[config.mk]
export PLATFORM = sky130hd
export DESIGN_NAME = cy_bridge_top
export DESIGN_NICKNAME = d
export VERILOG_FILES = /design/src/cy_bridge_pkg.sv /design/src/cy_bridge_top.sv /design/src/cy_link_tx.sv /design/src/cmd_executor.sv /design/src/cmd_fifo.sv /design/src/cy_link_rx.sv
export SDC_FILE = /design/constraint.sdc
export NUM_CORES = 2
export LEC_CHECK = 0
export BUFFER_PORTS_ARGS = -buffer_cell sky130_fd_sc_hd__buf_2
export CORE_MARGIN = 4
export CORE_UTILIZATION = 59
export CTS_BUF_LIST = sky130_fd_sc_hd__clkbuf_4 sky130_fd_sc_hd__clkbuf_8
export CTS_CLUSTER_DIAMETER = 30
export DETAILED_ROUTE_END_ITERATION = 6
export HOLD_SLACK_MARGIN = 0.1
export PLACE_DENSITY_LB_ADDON = 0.05
export SYNTH_ARGS = -nofsm -noshare
export SYNTH_HDL_FRONTEND = slang
export SYNTH_HIERARCHICAL = 1
export SYNTH_MEMORY_MAX_BITS = 65536
export SYNTH_SLANG_ARGS = --single-unit
[constraint.sdc]
create_clock -name sys_clk -period 5.6 [get_ports sys_clk]
set_input_delay 1.4 -clock sys_clk [delete_from_list [all_inputs] [get_ports sys_clk]]
set_output_delay 1.4 -clock sys_clk [all_outputs]
set_load 0.02 [all_outputs]
[src/cy_bridge_pkg.sv]
package cy_bridge_pkg;

  typedef logic [7:0]  byte_t;  // one byte on the link
  typedef logic [15:0] word_t;  // memory and reply word

  // host command set
  typedef enum byte_t {
    OP_SET_DATA0 = 8'h10,  // data byte 0, low half of the write word
    OP_SET_DATA1 = 8'h11,  // data byte 1, high half
    OP_SET_ADDR0 = 8'h12,
    OP_SET_ADDR1 = 8'h13,
    OP_SET_ADDR2 = 8'h14,
    OP_MEM_WRITE = 8'hA0,  // write {data1, data0} at the address
    OP_MEM_READ  = 8'hA1   // read the word at the address and reply
  } opcode_e;

  typedef struct packed {
    byte_t cmd;      // first byte on the wire
    byte_t operand;  // second byte on the wire
  } cmd_frame_t;

  typedef struct packed {
    byte_t hi;  // sent second
    byte_t lo;  // sent first
  } reply_frame_t;

  localparam int FRAME_BITS = 16;  // payload bits after the start bit
  localparam int REPLY_BITS = 16;

endpackage
[src/cy_bridge_top.sv]
`timescale 1ns/1ps

module cy_bridge_top
  import cy_bridge_pkg::*;
#(
  parameter int FIFO_DEPTH = 4,
  parameter int MEM_ADDR_W = 8
) (
  input  logic sys_clk,
  input  logic sys_rst_n,
  input  logic link_strobe,
  input  logic link_rx_bit,
  output logic link_tx_bit,
  output logic busy,
  output logic overflow
);

  logic         strobe_rise;
  cmd_frame_t   rx_frame;
  logic         rx_valid;
  cmd_frame_t   head_frame;
  logic         cmd_valid;
  logic         cmd_ready;
  logic         pending;
  reply_frame_t reply_frame;
  logic         reply_valid;
  logic         reply_ready;
  logic         exec_busy;
  logic         tx_busy;

  cy_link_rx u_link_rx (
    .sys_clk     (sys_clk),
    .sys_rst_n   (sys_rst_n),
    .link_strobe (link_strobe),
    .link_rx_bit (link_rx_bit),
    .strobe_rise (strobe_rise),
    .rx_frame    (rx_frame),
    .rx_valid    (rx_valid)
  );

  cmd_fifo #(
    .FIFO_DEPTH (FIFO_DEPTH)
  ) u_cmd_fifo (
    .sys_clk    (sys_clk),
    .sys_rst_n  (sys_rst_n),
    .push_frame (rx_frame),
    .push_valid (rx_valid),
    .head_frame (head_frame),
    .cmd_valid  (cmd_valid),
    .cmd_ready  (cmd_ready),
    .overflow   (overflow),
    .pending    (pending)
  );

  cmd_executor #(
    .MEM_ADDR_W (MEM_ADDR_W)
  ) u_cmd_executor (
    .sys_clk     (sys_clk),
    .sys_rst_n   (sys_rst_n),
    .cmd_frame   (head_frame),
    .cmd_valid   (cmd_valid),
    .cmd_ready   (cmd_ready),
    .reply_frame (reply_frame),
    .reply_valid (reply_valid),
    .reply_ready (reply_ready),
    .exec_busy   (exec_busy)
  );

  cy_link_tx u_link_tx (
    .sys_clk     (sys_clk),
    .sys_rst_n   (sys_rst_n),
    .strobe_rise (strobe_rise),  // same edges as the receiver
    .reply_frame (reply_frame),
    .reply_valid (reply_valid),
    .reply_ready (reply_ready),
    .link_tx_bit (link_tx_bit),
    .tx_busy     (tx_busy)
  );

  assign busy = pending | exec_busy | tx_busy;

endmodule

[src/cy_link_tx.sv]
`timescale 1ns/1ps

module cy_link_tx
  import cy_bridge_pkg::*;
(
  input  logic         sys_clk,
  input  logic         sys_rst_n,
  input  logic         strobe_rise,
  input  reply_frame_t reply_frame,
  input  logic         reply_valid,
  output logic         reply_ready,
  output logic         link_tx_bit,
  output logic         tx_busy
);

  localparam int CNT_W = $clog2(REPLY_BITS);

  typedef enum logic [1:0] {
    TX_IDLE,
    TX_START,
    TX_PAYLOAD,
    TX_STOP
  } tx_state_e;

  tx_state_e             state_q;
  logic [CNT_W-1:0]      bit_cnt;
  logic [REPLY_BITS-1:0] shift_q;

  always_ff @(posedge sys_clk or negedge sys_rst_n) begin
    if (!sys_rst_n) begin
      state_q     <= TX_IDLE;
      bit_cnt     <= '0;
      shift_q     <= '0;
      link_tx_bit <= 1'b0;
    end else begin
      case (state_q)
        TX_IDLE: begin
          if (reply_valid) begin
            shift_q <= reply_frame;  // low byte sits in the low bits
            bit_cnt <= '0;
            state_q <= TX_START;
          end
        end
        TX_START: begin
          if (strobe_rise) begin
            link_tx_bit <= 1'b1;  // start bit
            state_q     <= TX_PAYLOAD;
          end
        end
        TX_PAYLOAD: begin
          if (strobe_rise) begin
            link_tx_bit <= shift_q[0];
            shift_q     <= shift_q >> 1;
            bit_cnt     <= bit_cnt + 1'b1;
            if (bit_cnt == CNT_W'(REPLY_BITS - 1)) begin
              state_q <= TX_STOP;
            end
          end
        end
        TX_STOP: begin
          if (strobe_rise) begin
            link_tx_bit <= 1'b0;  // line back low marks the end
            state_q     <= TX_IDLE;
          end
        end
        default: state_q <= TX_IDLE;
      endcase
    end
  end

  assign reply_ready = (state_q == TX_IDLE);
  assign tx_busy     = (state_q != TX_IDLE);

endmodule

[src/cmd_executor.sv]
`timescale 1ns/1ps

module cmd_executor
  import cy_bridge_pkg::*;
#(
  parameter int MEM_ADDR_W = 8
) (
  input  logic         sys_clk,
  input  logic         sys_rst_n,
  input  cmd_frame_t   cmd_frame,
  input  logic         cmd_valid,
  output logic         cmd_ready,
  output reply_frame_t reply_frame,
  output logic         reply_valid,
  input  logic         reply_ready,
  output logic         exec_busy
);

  typedef enum logic [1:0] {
    EXEC_IDLE,
    EXEC_READ,
    EXEC_REPLY
  } exec_state_e;

  exec_state_e           state_q;
  opcode_e               opcode;
  byte_t                 data0;
  byte_t                 data1;
  byte_t                 addr0;
  byte_t                 addr1;
  byte_t                 addr2;
  logic [23:0]           full_addr;
  logic [MEM_ADDR_W-1:0] mem_addr;
  word_t                 mem [2**MEM_ADDR_W];
  word_t                 rd_data;
  logic                  pop;
  logic                  mem_we;

  assign opcode    = opcode_e'(cmd_frame.cmd);
  assign cmd_ready = (state_q == EXEC_IDLE) && cmd_valid;  // no pop while a reply waits
  assign pop       = cmd_valid && cmd_ready;
  assign mem_we    = pop && (opcode == OP_MEM_WRITE);

  assign full_addr = {addr2, addr1, addr0};
  assign mem_addr  = full_addr[MEM_ADDR_W-1:0];  // low bits pick the word

  // word memory, stands in for the external sdram word port
  always_ff @(posedge sys_clk) begin
    if (mem_we) begin
      mem[mem_addr] <= {data1, data0};
    end
  end

  always_ff @(posedge sys_clk or negedge sys_rst_n) begin
    if (!sys_rst_n) begin
      rd_data <= '0;
    end else if (state_q == EXEC_READ) begin
      rd_data <= mem[mem_addr];  // registered read
    end
  end

  // sequencer and byte registers
  always_ff @(posedge sys_clk or negedge sys_rst_n) begin
    if (!sys_rst_n) begin
      state_q <= EXEC_IDLE;
      data0   <= '0;
      data1   <= '0;
      addr0   <= '0;
      addr1   <= '0;
      addr2   <= '0;
    end else begin
      case (state_q)
        EXEC_IDLE: begin
          if (pop) begin
            case (opcode)
              OP_SET_DATA0: data0 <= cmd_frame.operand;
              OP_SET_DATA1: data1 <= cmd_frame.operand;
              OP_SET_ADDR0: addr0 <= cmd_frame.operand;
              OP_SET_ADDR1: addr1 <= cmd_frame.operand;
              OP_SET_ADDR2: addr2 <= cmd_frame.operand;
              OP_MEM_READ:  state_q <= EXEC_READ;
              default:      state_q <= EXEC_IDLE;  // write done by mem port, rest dropped
            endcase
          end
        end
        EXEC_READ: begin
          state_q <= EXEC_REPLY;
        end
        EXEC_REPLY: begin
          if (reply_ready) begin
            state_q <= EXEC_IDLE;  // transmitter took the word
          end
        end
        default: state_q <= EXEC_IDLE;
      endcase
    end
  end

  assign reply_frame.hi = rd_data[15:8];
  assign reply_frame.lo = rd_data[7:0];
  assign reply_valid    = (state_q == EXEC_REPLY);
  assign exec_busy      = (state_q != EXEC_IDLE);

endmodule

[src/cmd_fifo.sv]
`timescale 1ns/1ps

module cmd_fifo
  import cy_bridge_pkg::*;
#(
  parameter int FIFO_DEPTH = 4
) (
  input  logic       sys_clk,
  input  logic       sys_rst_n,
  input  cmd_frame_t push_frame,
  input  logic       push_valid,
  output cmd_frame_t head_frame,
  output logic       cmd_valid,
  input  logic       cmd_ready,
  output logic       overflow,
  output logic       pending
);

  localparam int PTR_W = $clog2(FIFO_DEPTH);

  cmd_frame_t       mem [FIFO_DEPTH];
  logic [PTR_W-1:0] wr_ptr;
  logic [PTR_W-1:0] rd_ptr;
  logic [PTR_W:0]   count;
  logic             full;
  logic             push;
  logic             pop;

  assign full = (count == (PTR_W + 1)'(FIFO_DEPTH));
  assign push = push_valid && !full;  // host cannot be stalled
  assign pop  = cmd_valid && cmd_ready;

  always_ff @(posedge sys_clk) begin
    if (push) begin
      mem[wr_ptr] <= push_frame;
    end
  end

  always_ff @(posedge sys_clk or negedge sys_rst_n) begin
    if (!sys_rst_n) begin
      wr_ptr   <= '0;
      rd_ptr   <= '0;
      count    <= '0;
      overflow <= 1'b0;
    end else begin
      if (push) begin
        wr_ptr <= wr_ptr + 1'b1;  // wraps, depth is a power of two
      end
      if (pop) begin
        rd_ptr <= rd_ptr + 1'b1;
      end
      case ({push, pop})
        2'b10:   count <= count + 1'b1;
        2'b01:   count <= count - 1'b1;
        default: count <= count;
      endcase
      if (push_valid && full) begin
        overflow <= 1'b1;  // sticky until reset
      end
    end
  end

  assign head_frame = mem[rd_ptr];
  assign cmd_valid  = (count != '0);
  assign pending    = cmd_valid;

endmodule

[src/cy_link_rx.sv]
`timescale 1ns/1ps

module cy_link_rx
  import cy_bridge_pkg::*;
(
  input  logic       sys_clk,
  input  logic       sys_rst_n,
  input  logic       link_strobe,
  input  logic       link_rx_bit,
  output logic       strobe_rise,
  output cmd_frame_t rx_frame,
  output logic       rx_valid
);

  localparam int CNT_W = $clog2(FRAME_BITS);

  typedef enum logic {
    RX_IDLE,
    RX_PAYLOAD
  } rx_state_e;

  rx_state_e             state_q;
  logic [2:0]            strobe_sync;  // two sync stages plus edge history
  logic [1:0]            data_sync;    // same depth as the strobe stages
  logic [CNT_W-1:0]      bit_cnt;
  logic [FRAME_BITS-1:0] shift_q;
  logic                  rx_bit;

  always_ff @(posedge sys_clk or negedge sys_rst_n) begin
    if (!sys_rst_n) begin
      strobe_sync <= '0;
      data_sync   <= '0;
    end else begin
      strobe_sync <= {strobe_sync[1:0], link_strobe};
      data_sync   <= {data_sync[0], link_rx_bit};
    end
  end

  assign strobe_rise = strobe_sync[1] & ~strobe_sync[2];
  assign rx_bit      = data_sync[1];  // aligned with strobe_sync[1]

  // frame receiver, one step per strobe rise
  always_ff @(posedge sys_clk or negedge sys_rst_n) begin
    if (!sys_rst_n) begin
      state_q  <= RX_IDLE;
      bit_cnt  <= '0;
      shift_q  <= '0;
      rx_valid <= 1'b0;
    end else begin
      rx_valid <= 1'b0;
      if (strobe_rise) begin
        case (state_q)
          RX_IDLE: begin
            if (rx_bit) begin  // start bit
              state_q <= RX_PAYLOAD;
              bit_cnt <= '0;
            end
          end
          RX_PAYLOAD: begin
            shift_q <= {rx_bit, shift_q[FRAME_BITS-1:1]};  // lsb first
            bit_cnt <= bit_cnt + 1'b1;
            if (bit_cnt == CNT_W'(FRAME_BITS - 1)) begin
              state_q  <= RX_IDLE;
              rx_valid <= 1'b1;
            end
          end
          default: state_q <= RX_IDLE;
        endcase
      end
    end
  end

  // command bits arrive first, so they end up in the low half
  assign rx_frame.cmd     = shift_q[7:0];
  assign rx_frame.operand = shift_q[FRAME_BITS-1:8];

endmodule

# [Yosys cells after proc, flatten, opt, wreduce, memory -nomap -nowiden]
# Memory sizes are Yosys's and may differ from the RTL's. A register that Yosys moved wholly into a read port is not among the register bits.
# Index checks and enable logic that the tools add are counted.
[totals] input_bits=4 mem_count=2 output_inout_bits=3 word_cells=115 ram_bits=4160 regBits=84
[mem_list] name="u_cmd_executor.mem" depth=256 word_bits=16 read_ports=1 rd_ports_with_merged_regs=1 write_ports=1 line_no="cmd_executor.sv:34" rtl="word_t mem [2**MEM_ADDR_W];"
[mem_list] name="u_cmd_fifo.mem" depth=4 word_bits=16 read_ports=1 rd_ports_with_merged_regs=0 write_ports=1 line_no="cmd_fifo.sv:21" rtl="cmd_frame_t mem [FIFO_DEPTH];"
[classes] n_addsub=6 n_mux=33 bitwise_logic=5 n_reduce_logical=25 eq_ne=26
[ops] cell="== test 8 x 5 -> 1 bit (second input constant)" n=5
[ops] cell="2-to-1 mux 16 bit" n=2
[ops] cell="one-hot mux 16 bit (2 select lines)" n=1
[ops] cell="== test 8 bit (second input constant)" n=2
[ops] cell="one-hot mux 4 bit (2 select lines)" n=2
[ops] cell="AND reduction 3 bit" n=5
[ops] cell="2-to-1 mux 2 bit" n=7
[ops] cell="2-to-1 mux 1 bit" n=12
[ops] cell="2-to-1 mux 4 bit" n=3
[ops] cell="!= test 2 bit (second input constant)" n=5
[ops] cell="adder 4 x 1 -> 4 bit (second input constant)" n=2
[ops] cell="== test 2 bit (second input constant)" n=4
[ops] cell="== test 4 bit (second input constant)" n=2
[ops] cell="!= test 2 x 1 -> 1 bit (second input constant)" n=4
[ops] cell="one-hot mux 2 bit (4 select lines)" n=1
[ops] cell="nonzero test 2 bit" n=4
[ops] cell="== test 2 x 1 -> 1 bit (second input constant)" n=3
[ops] cell="one-hot mux 2 bit (3 select lines)" n=1
[ops] cell="one-hot mux 3 bit (2 select lines)" n=1
[ops] cell="nonzero test 3 bit" n=2
[ops] cell="logical AND 1 bit" n=5
[ops] cell="AND reduction 5 bit" n=1
[ops] cell="OR reduction 5 bit" n=1
[ops] cell="adder 2 x 1 -> 2 bit (second input constant)" n=2
[ops] cell="13 further kinds" n=18

# [Longest topological paths before layout]
[depth] ltp_word=6 ltp_mapped=14 mapped_depth_nobuf=9

# [Cells and area by module]
# The synthesis kept the hierarchy.
[modules_own_cells] mod="cmd_executor" area_per_inst_um2=158580.8 seq_area_each_um2=124049.0 cells_per_inst=7016 n_inst=1
[modules_own_cells] mod="cmd_fifo" area_per_inst_um2=2811.4 seq_area_each_um2=2122.0 cells_per_inst=124 n_inst=1
[modules_own_cells] mod="cy_link_tx" area_per_inst_um2=1189.9 seq_area_each_um2=575.6 cells_per_inst=117 n_inst=1
[modules_own_cells] mod="cy_link_rx" area_per_inst_um2=1069.8 seq_area_each_um2=675.6 cells_per_inst=66 n_inst=1
[modules_own_cells] mod="cy_bridge_top" area_per_inst_um2=6.3 seq_area_each_um2=0.0 cells_per_inst=1 n_inst=1

# [Worst setup path after synthesis]
# Ideal clock, no wire load.
[synth_timing] path_kind="flip-flop to flip-flop" from="register u_cmd_executor.data0[0]" to="memory u_cmd_executor/mem[0][0] (netlist bit), data pin" setup_ns=0.803 path_buffers=0 period_less_slack_ns=3.982 setup_slack_ns=1.618 stages_incl_launch_ff=1 t_arrival_ns=3.179 t_required_ns=4.797 cell_sequence="dfrtp_1"
[synth_lines] item="start: declaration" line_no="cmd_executor.sv:27" rtl="byte_t data0;"
[synth_lines] item="start signal: assignment" line_no="cmd_executor.sv:76" rtl="OP_SET_DATA0: data0 <= cmd_frame.operand;"
[synth_lines] item="end: declaration" line_no="cmd_executor.sv:34"
# Straight into the memory's write port.

==> results.md <==
## Status
• complete, but fails checks — outcome
• capacitance limit — violated checks

## CTS
• 761 — number of clock buffers inserted by TritonCTS
• 0 — count of instances resized after the clock tree is built
• 4 — Bufs on Longest Clock Path
• 0 — Hold-fix buffers, CTS
• 0 — number of buffers inserted by post-CTS setup repair
• 0.06 ns — register clock-pin slew on the reported worst setup and hold paths
• 6 — total number of H-tree levels
• yes — clock tree from TritonCTS
• clkbuf_8 — root cell of the clock tree
• 1.22 ns — source-to-sink clock delay at the later pin of the worst-skew pair
• 4260 — clock sink count

## Timing
• 0 — number of pins exceeding their max-slew limit in the final report
• 0 — count of final setup violators
• 5.329 ns — shortest clock period the worst path allows after layout
• false — unrepaired setup endpoints after global routing
• 0.1877 GHz — Max Fclk
• 0.07021 ns — worst clock skew on the final layout
• 95.15% — final critical-path share of the clock period
• 0 — final-report hold violation count
• 2.298% — headroom to the max-slew limit
• 1.447 ns — slew of the pin with the lowest slew margin

## Layout
• edfxtp_1 — commonest non-fill, non-tap cell in the layout
• 14.85% — area added between synthesis and finish
• 17611 — # fillers
• 12616 — Final Instance Count excl. Fillers
• 127500 um^2 — Sequential Area
• 8281 — final-stage net count
• edfxtp_1, mux4_2, clkbuf_8, buf_4, nor2_1 — most frequent cells in the layout
• 34170 um^2 — area of combinational cells with multiple inputs
• 34.54% — proportion of layout cells with a drive suffix above 1

## Floorplan
• 534.7 um — vertical die dimension
• 534.7 um — die extent in x
• 285900 um^2 — die outline area
• 7 — Boundary Pins
• 276300 um^2 — area of the placeable core
• 193 — number of standard-cell rows in the floorplan
• 59.24% — starting density of the core

## Critical path
• 0.77 ns — stage delay of the slowest cell on the critical path
• mux4_2 > nor4bb_1 > nand4_1 > nor2_1 > nand2_2 > buf_4 > nor2_1 > buf_4 — cell-by-cell trace of the critical path
• 6.19 ns — Crit path arrival time
• 13 — biggest fanout along the worst timing path
• flop — startpoint type of the worst setup path
• 6.46 ns — critical path data required time
• reg -> reg — Worst Setup Path Type
• nand4_1 — slowest CP cell
• flop — nature of the critical path endpoint

## Power
• 80.08 mW — overall power of the completed layout
• 426.1 nW/um^2 — areal power density over the cells
• 0.0004809 V — Peak VDD IR
• 61.14 nW — leakage power figure

## Synth
• 4160 — number of synthesized flops with an enable pin
• 7324 — Mapped Cells
• edfxtp_1 — top cell type by total area after synthesis
• edfxtp_1, mux4_2, dfrtp_1 — dominant cells by area after synthesis
• 0.1040% — Adder-Cell Fraction of Synth Area
• 76.33% — fraction of synthesized cell area taken by the top area cell type
• 4260 — number of flip-flops and latches in the synthesized netlist
• 163700 um^2 — area of the mapped netlist
• 2.347% — Synth async-reset ratio
• 7341 — net count after synthesis
• 1.726% — Synth Area in Simple Gates
• 72 — number of distinct library cells after synthesis
• 6 — warning count from the yosys run
• 77.86% — sequential cell area fraction in the yosys report
• 0.04281% — Post-Synth XOR/XNOR Area
• 22.35 um^2 — Avg Inst Size Synth
• 16.42% — share of synthesized area spent on multiplexers
• multiplexers — combinational family with the most area after synthesis
• edfxtp_1 — leading register cell type out of synthesis
• 2.458% — Compound-Gate Fraction of Synth Area

## Place
• 0.8785 — routability congestion estimate from global placement
• 6 — quantity of I/O buffers inserted on ports
• 11206 — placed cells
• 264000 um — half-perimeter wire length after placement

## Global routing
• 209 — maximum number of pins on one net before global-route repair
• 20 — antenna violations before repair
• 0 — total overflow reported by the global router
• 30.81% — GR Util All Layers
• 622500 um — global-route wire length before repair
• 83155 — vias in the first global route

## Detailed routing
• 10636 — starting DRC count in detailed routing
• 0 — residual DRC count
• 6 — length of the first detailed-routing pass in iterations
• 437500 um — DRT Wirelength
• 82924 — vias after detailed routing
• 34.68 um — per-cell routed wire length
• 6.573 — via density per instance
• 0 — Routed Antenna Nets

## Worst hold path
• in -> async — type of the most critical hold path

## Job
• 1 — max-cap violation count

## worst max-delay path: cells and delay by family, from the launching register on
family                 cells  cell delay (ns)
AND/OR/NAND/NOR            5             2.92
flip-flops                 1             0.75
buffers and inverters      2             0.73
multiplexers               1             0.59
## cell usage after synthesis, types with 9 or more instances
library cell and n:
mux2_2 80, o21ai_0 101, a221o_1 21, a221oi_1 51, o211ai_1 19, nand2_1 133, a22oi_1 104, a32oi_1 10
nor2_1 332, edfxtp_1 4160, nand4_1 16, a21oi_1 132, clkbuf_1 139, mux4_2 1028, buf_1 32, mux2i_1 239
and3_1 17, buf_6 17, mux2_4 14, ha_1 12, o221ai_1 20, a22o_1 9, nor2b_1 22, nand3_1 32
o22ai_1 38, buf_2 153, and2_1 23, nor3_1 14, a211oi_1 31, nor4_1 25, nand2b_1 10, buf_4 78
a31oi_1 20, dfrtp_1 100, inv_1 15
## area by class of cell
class | count | share of cell area [%]
antenna | 6 | 0.007988
clock buffer | 937 | 6.322
clock inverter | 467 | 2.401
inverter | 16 | 0.03462
multi-input combinational | 2627 | 18.18
sequential | 4260 | 67.84
tap | 3705 | 2.466
timing repair buffer | 598 | 2.752
## layer usage
| layer | up-vias | share of wire [%] | global-route usage [%] |
|---|---|---|---|
| met5 | - | 0.0030 | 0 |
| met4 | 2 | 4.2 | 12.07 |
| met3 | 809 | 10 | 7.300 |
| met2 | 4838 | 47 | 47.02 |
| met1 | 44129 | 38 | 44.06 |
| li1 | 33146 | - | - |
## final timing paths
| check | cells past startpoint | startpoint | endpoint | slack [ns] |
|---|---|---|---|---|
| worst max-delay path | 8 | u_cmd_fifo/rd_ptr[0]$_DFFE_PN0P_ | u_cmd_executor/mem[199][6]$_DFFE_PP_ | 0.27 |
| worst min-delay path | 1 | sys_rst_n | u_cmd_executor/data0[6]$_DFFE_PN0P_ | 0.22 |
| worst max register to register | 8 | u_cmd_fifo/rd_ptr[0]$_DFFE_PN0P_ | u_cmd_executor/mem[199][6]$_DFFE_PP_ | 0.27 |
| worst min register to register | 0 | u_link_rx/strobe_sync[0]$_DFF_PN0_ | u_link_rx/strobe_sync[1]$_DFF_PN0_ | 0.35 |
| max in group asynchronous | 2 | sys_rst_n | u_link_tx/shift_q[8]$_DFFE_PN0P_ | 4.28 |
| min in group sys_clk | 1 | link_rx_bit | u_link_rx/data_sync[0]$_DFF_PN0_ | 0.33 |
## report_power, final
part           switching, mW  internal (mW)
Combinational           7.32           3.87
Sequential             0.976           37.2
Clock                   13.3           17.4
## registers in the layout, indices dropped and copies added (netlist names)
register and flops:
u_cmd_executor/data1 8, u_link_tx/state_q 2, u_cmd_fifo/overflow 1, u_cmd_fifo/mem 64, u_cmd_executor/mem 4096, u_link_tx/link_tx_bit 1, u_link_rx/shift_q 16, u_cmd_fifo/rd_ptr 2
u_cmd_fifo/count 3, u_cmd_fifo/wr_ptr 2, u_cmd_executor/data0 8, u_link_rx/data_sync 2, u_link_rx/rx_valid 1, u_link_rx/strobe_sync 3, u_link_tx/bit_cnt 4, u_link_rx/bit_cnt 4
u_link_tx/shift_q 16, u_cmd_executor/reply_frame 16, u_link_rx/state_q 1, u_cmd_executor/addr0 8, u_cmd_executor/state_q 2
## cells by family (layout without fill, tap and decap cells)
group	Yosys count	after routing
DFF	4260	4260
muxes	1370	1370
and+or+nand+nor	642	642
AOI/OAI and AO/OA	594	594
buffers and inverters	437	2018
adders and majority gates	13	13
xor gates and xnor gates	8	8
other	0	6
## through the flow
stage          area, um^2  setup slack (ns)  utilization, %  setup TNS (ns)  hold slack (ns)
5_1_grt            187900            0.1268           68.03               0           0.1690
3_3_place_gp       171500           -0.3203           62.09         -0.4512           0.3347
4_1_cts            187900            0.3441           68.03               0           0.1028
3_5_place_dp       171500            0.3642           62.10               0           0.3426
6_report           188000            0.2714           68.04               0           0.2236
2_1_floorplan      163700             1.618               -               0           0.3312
No activity file was read; power rests on OpenSTA's default activity.
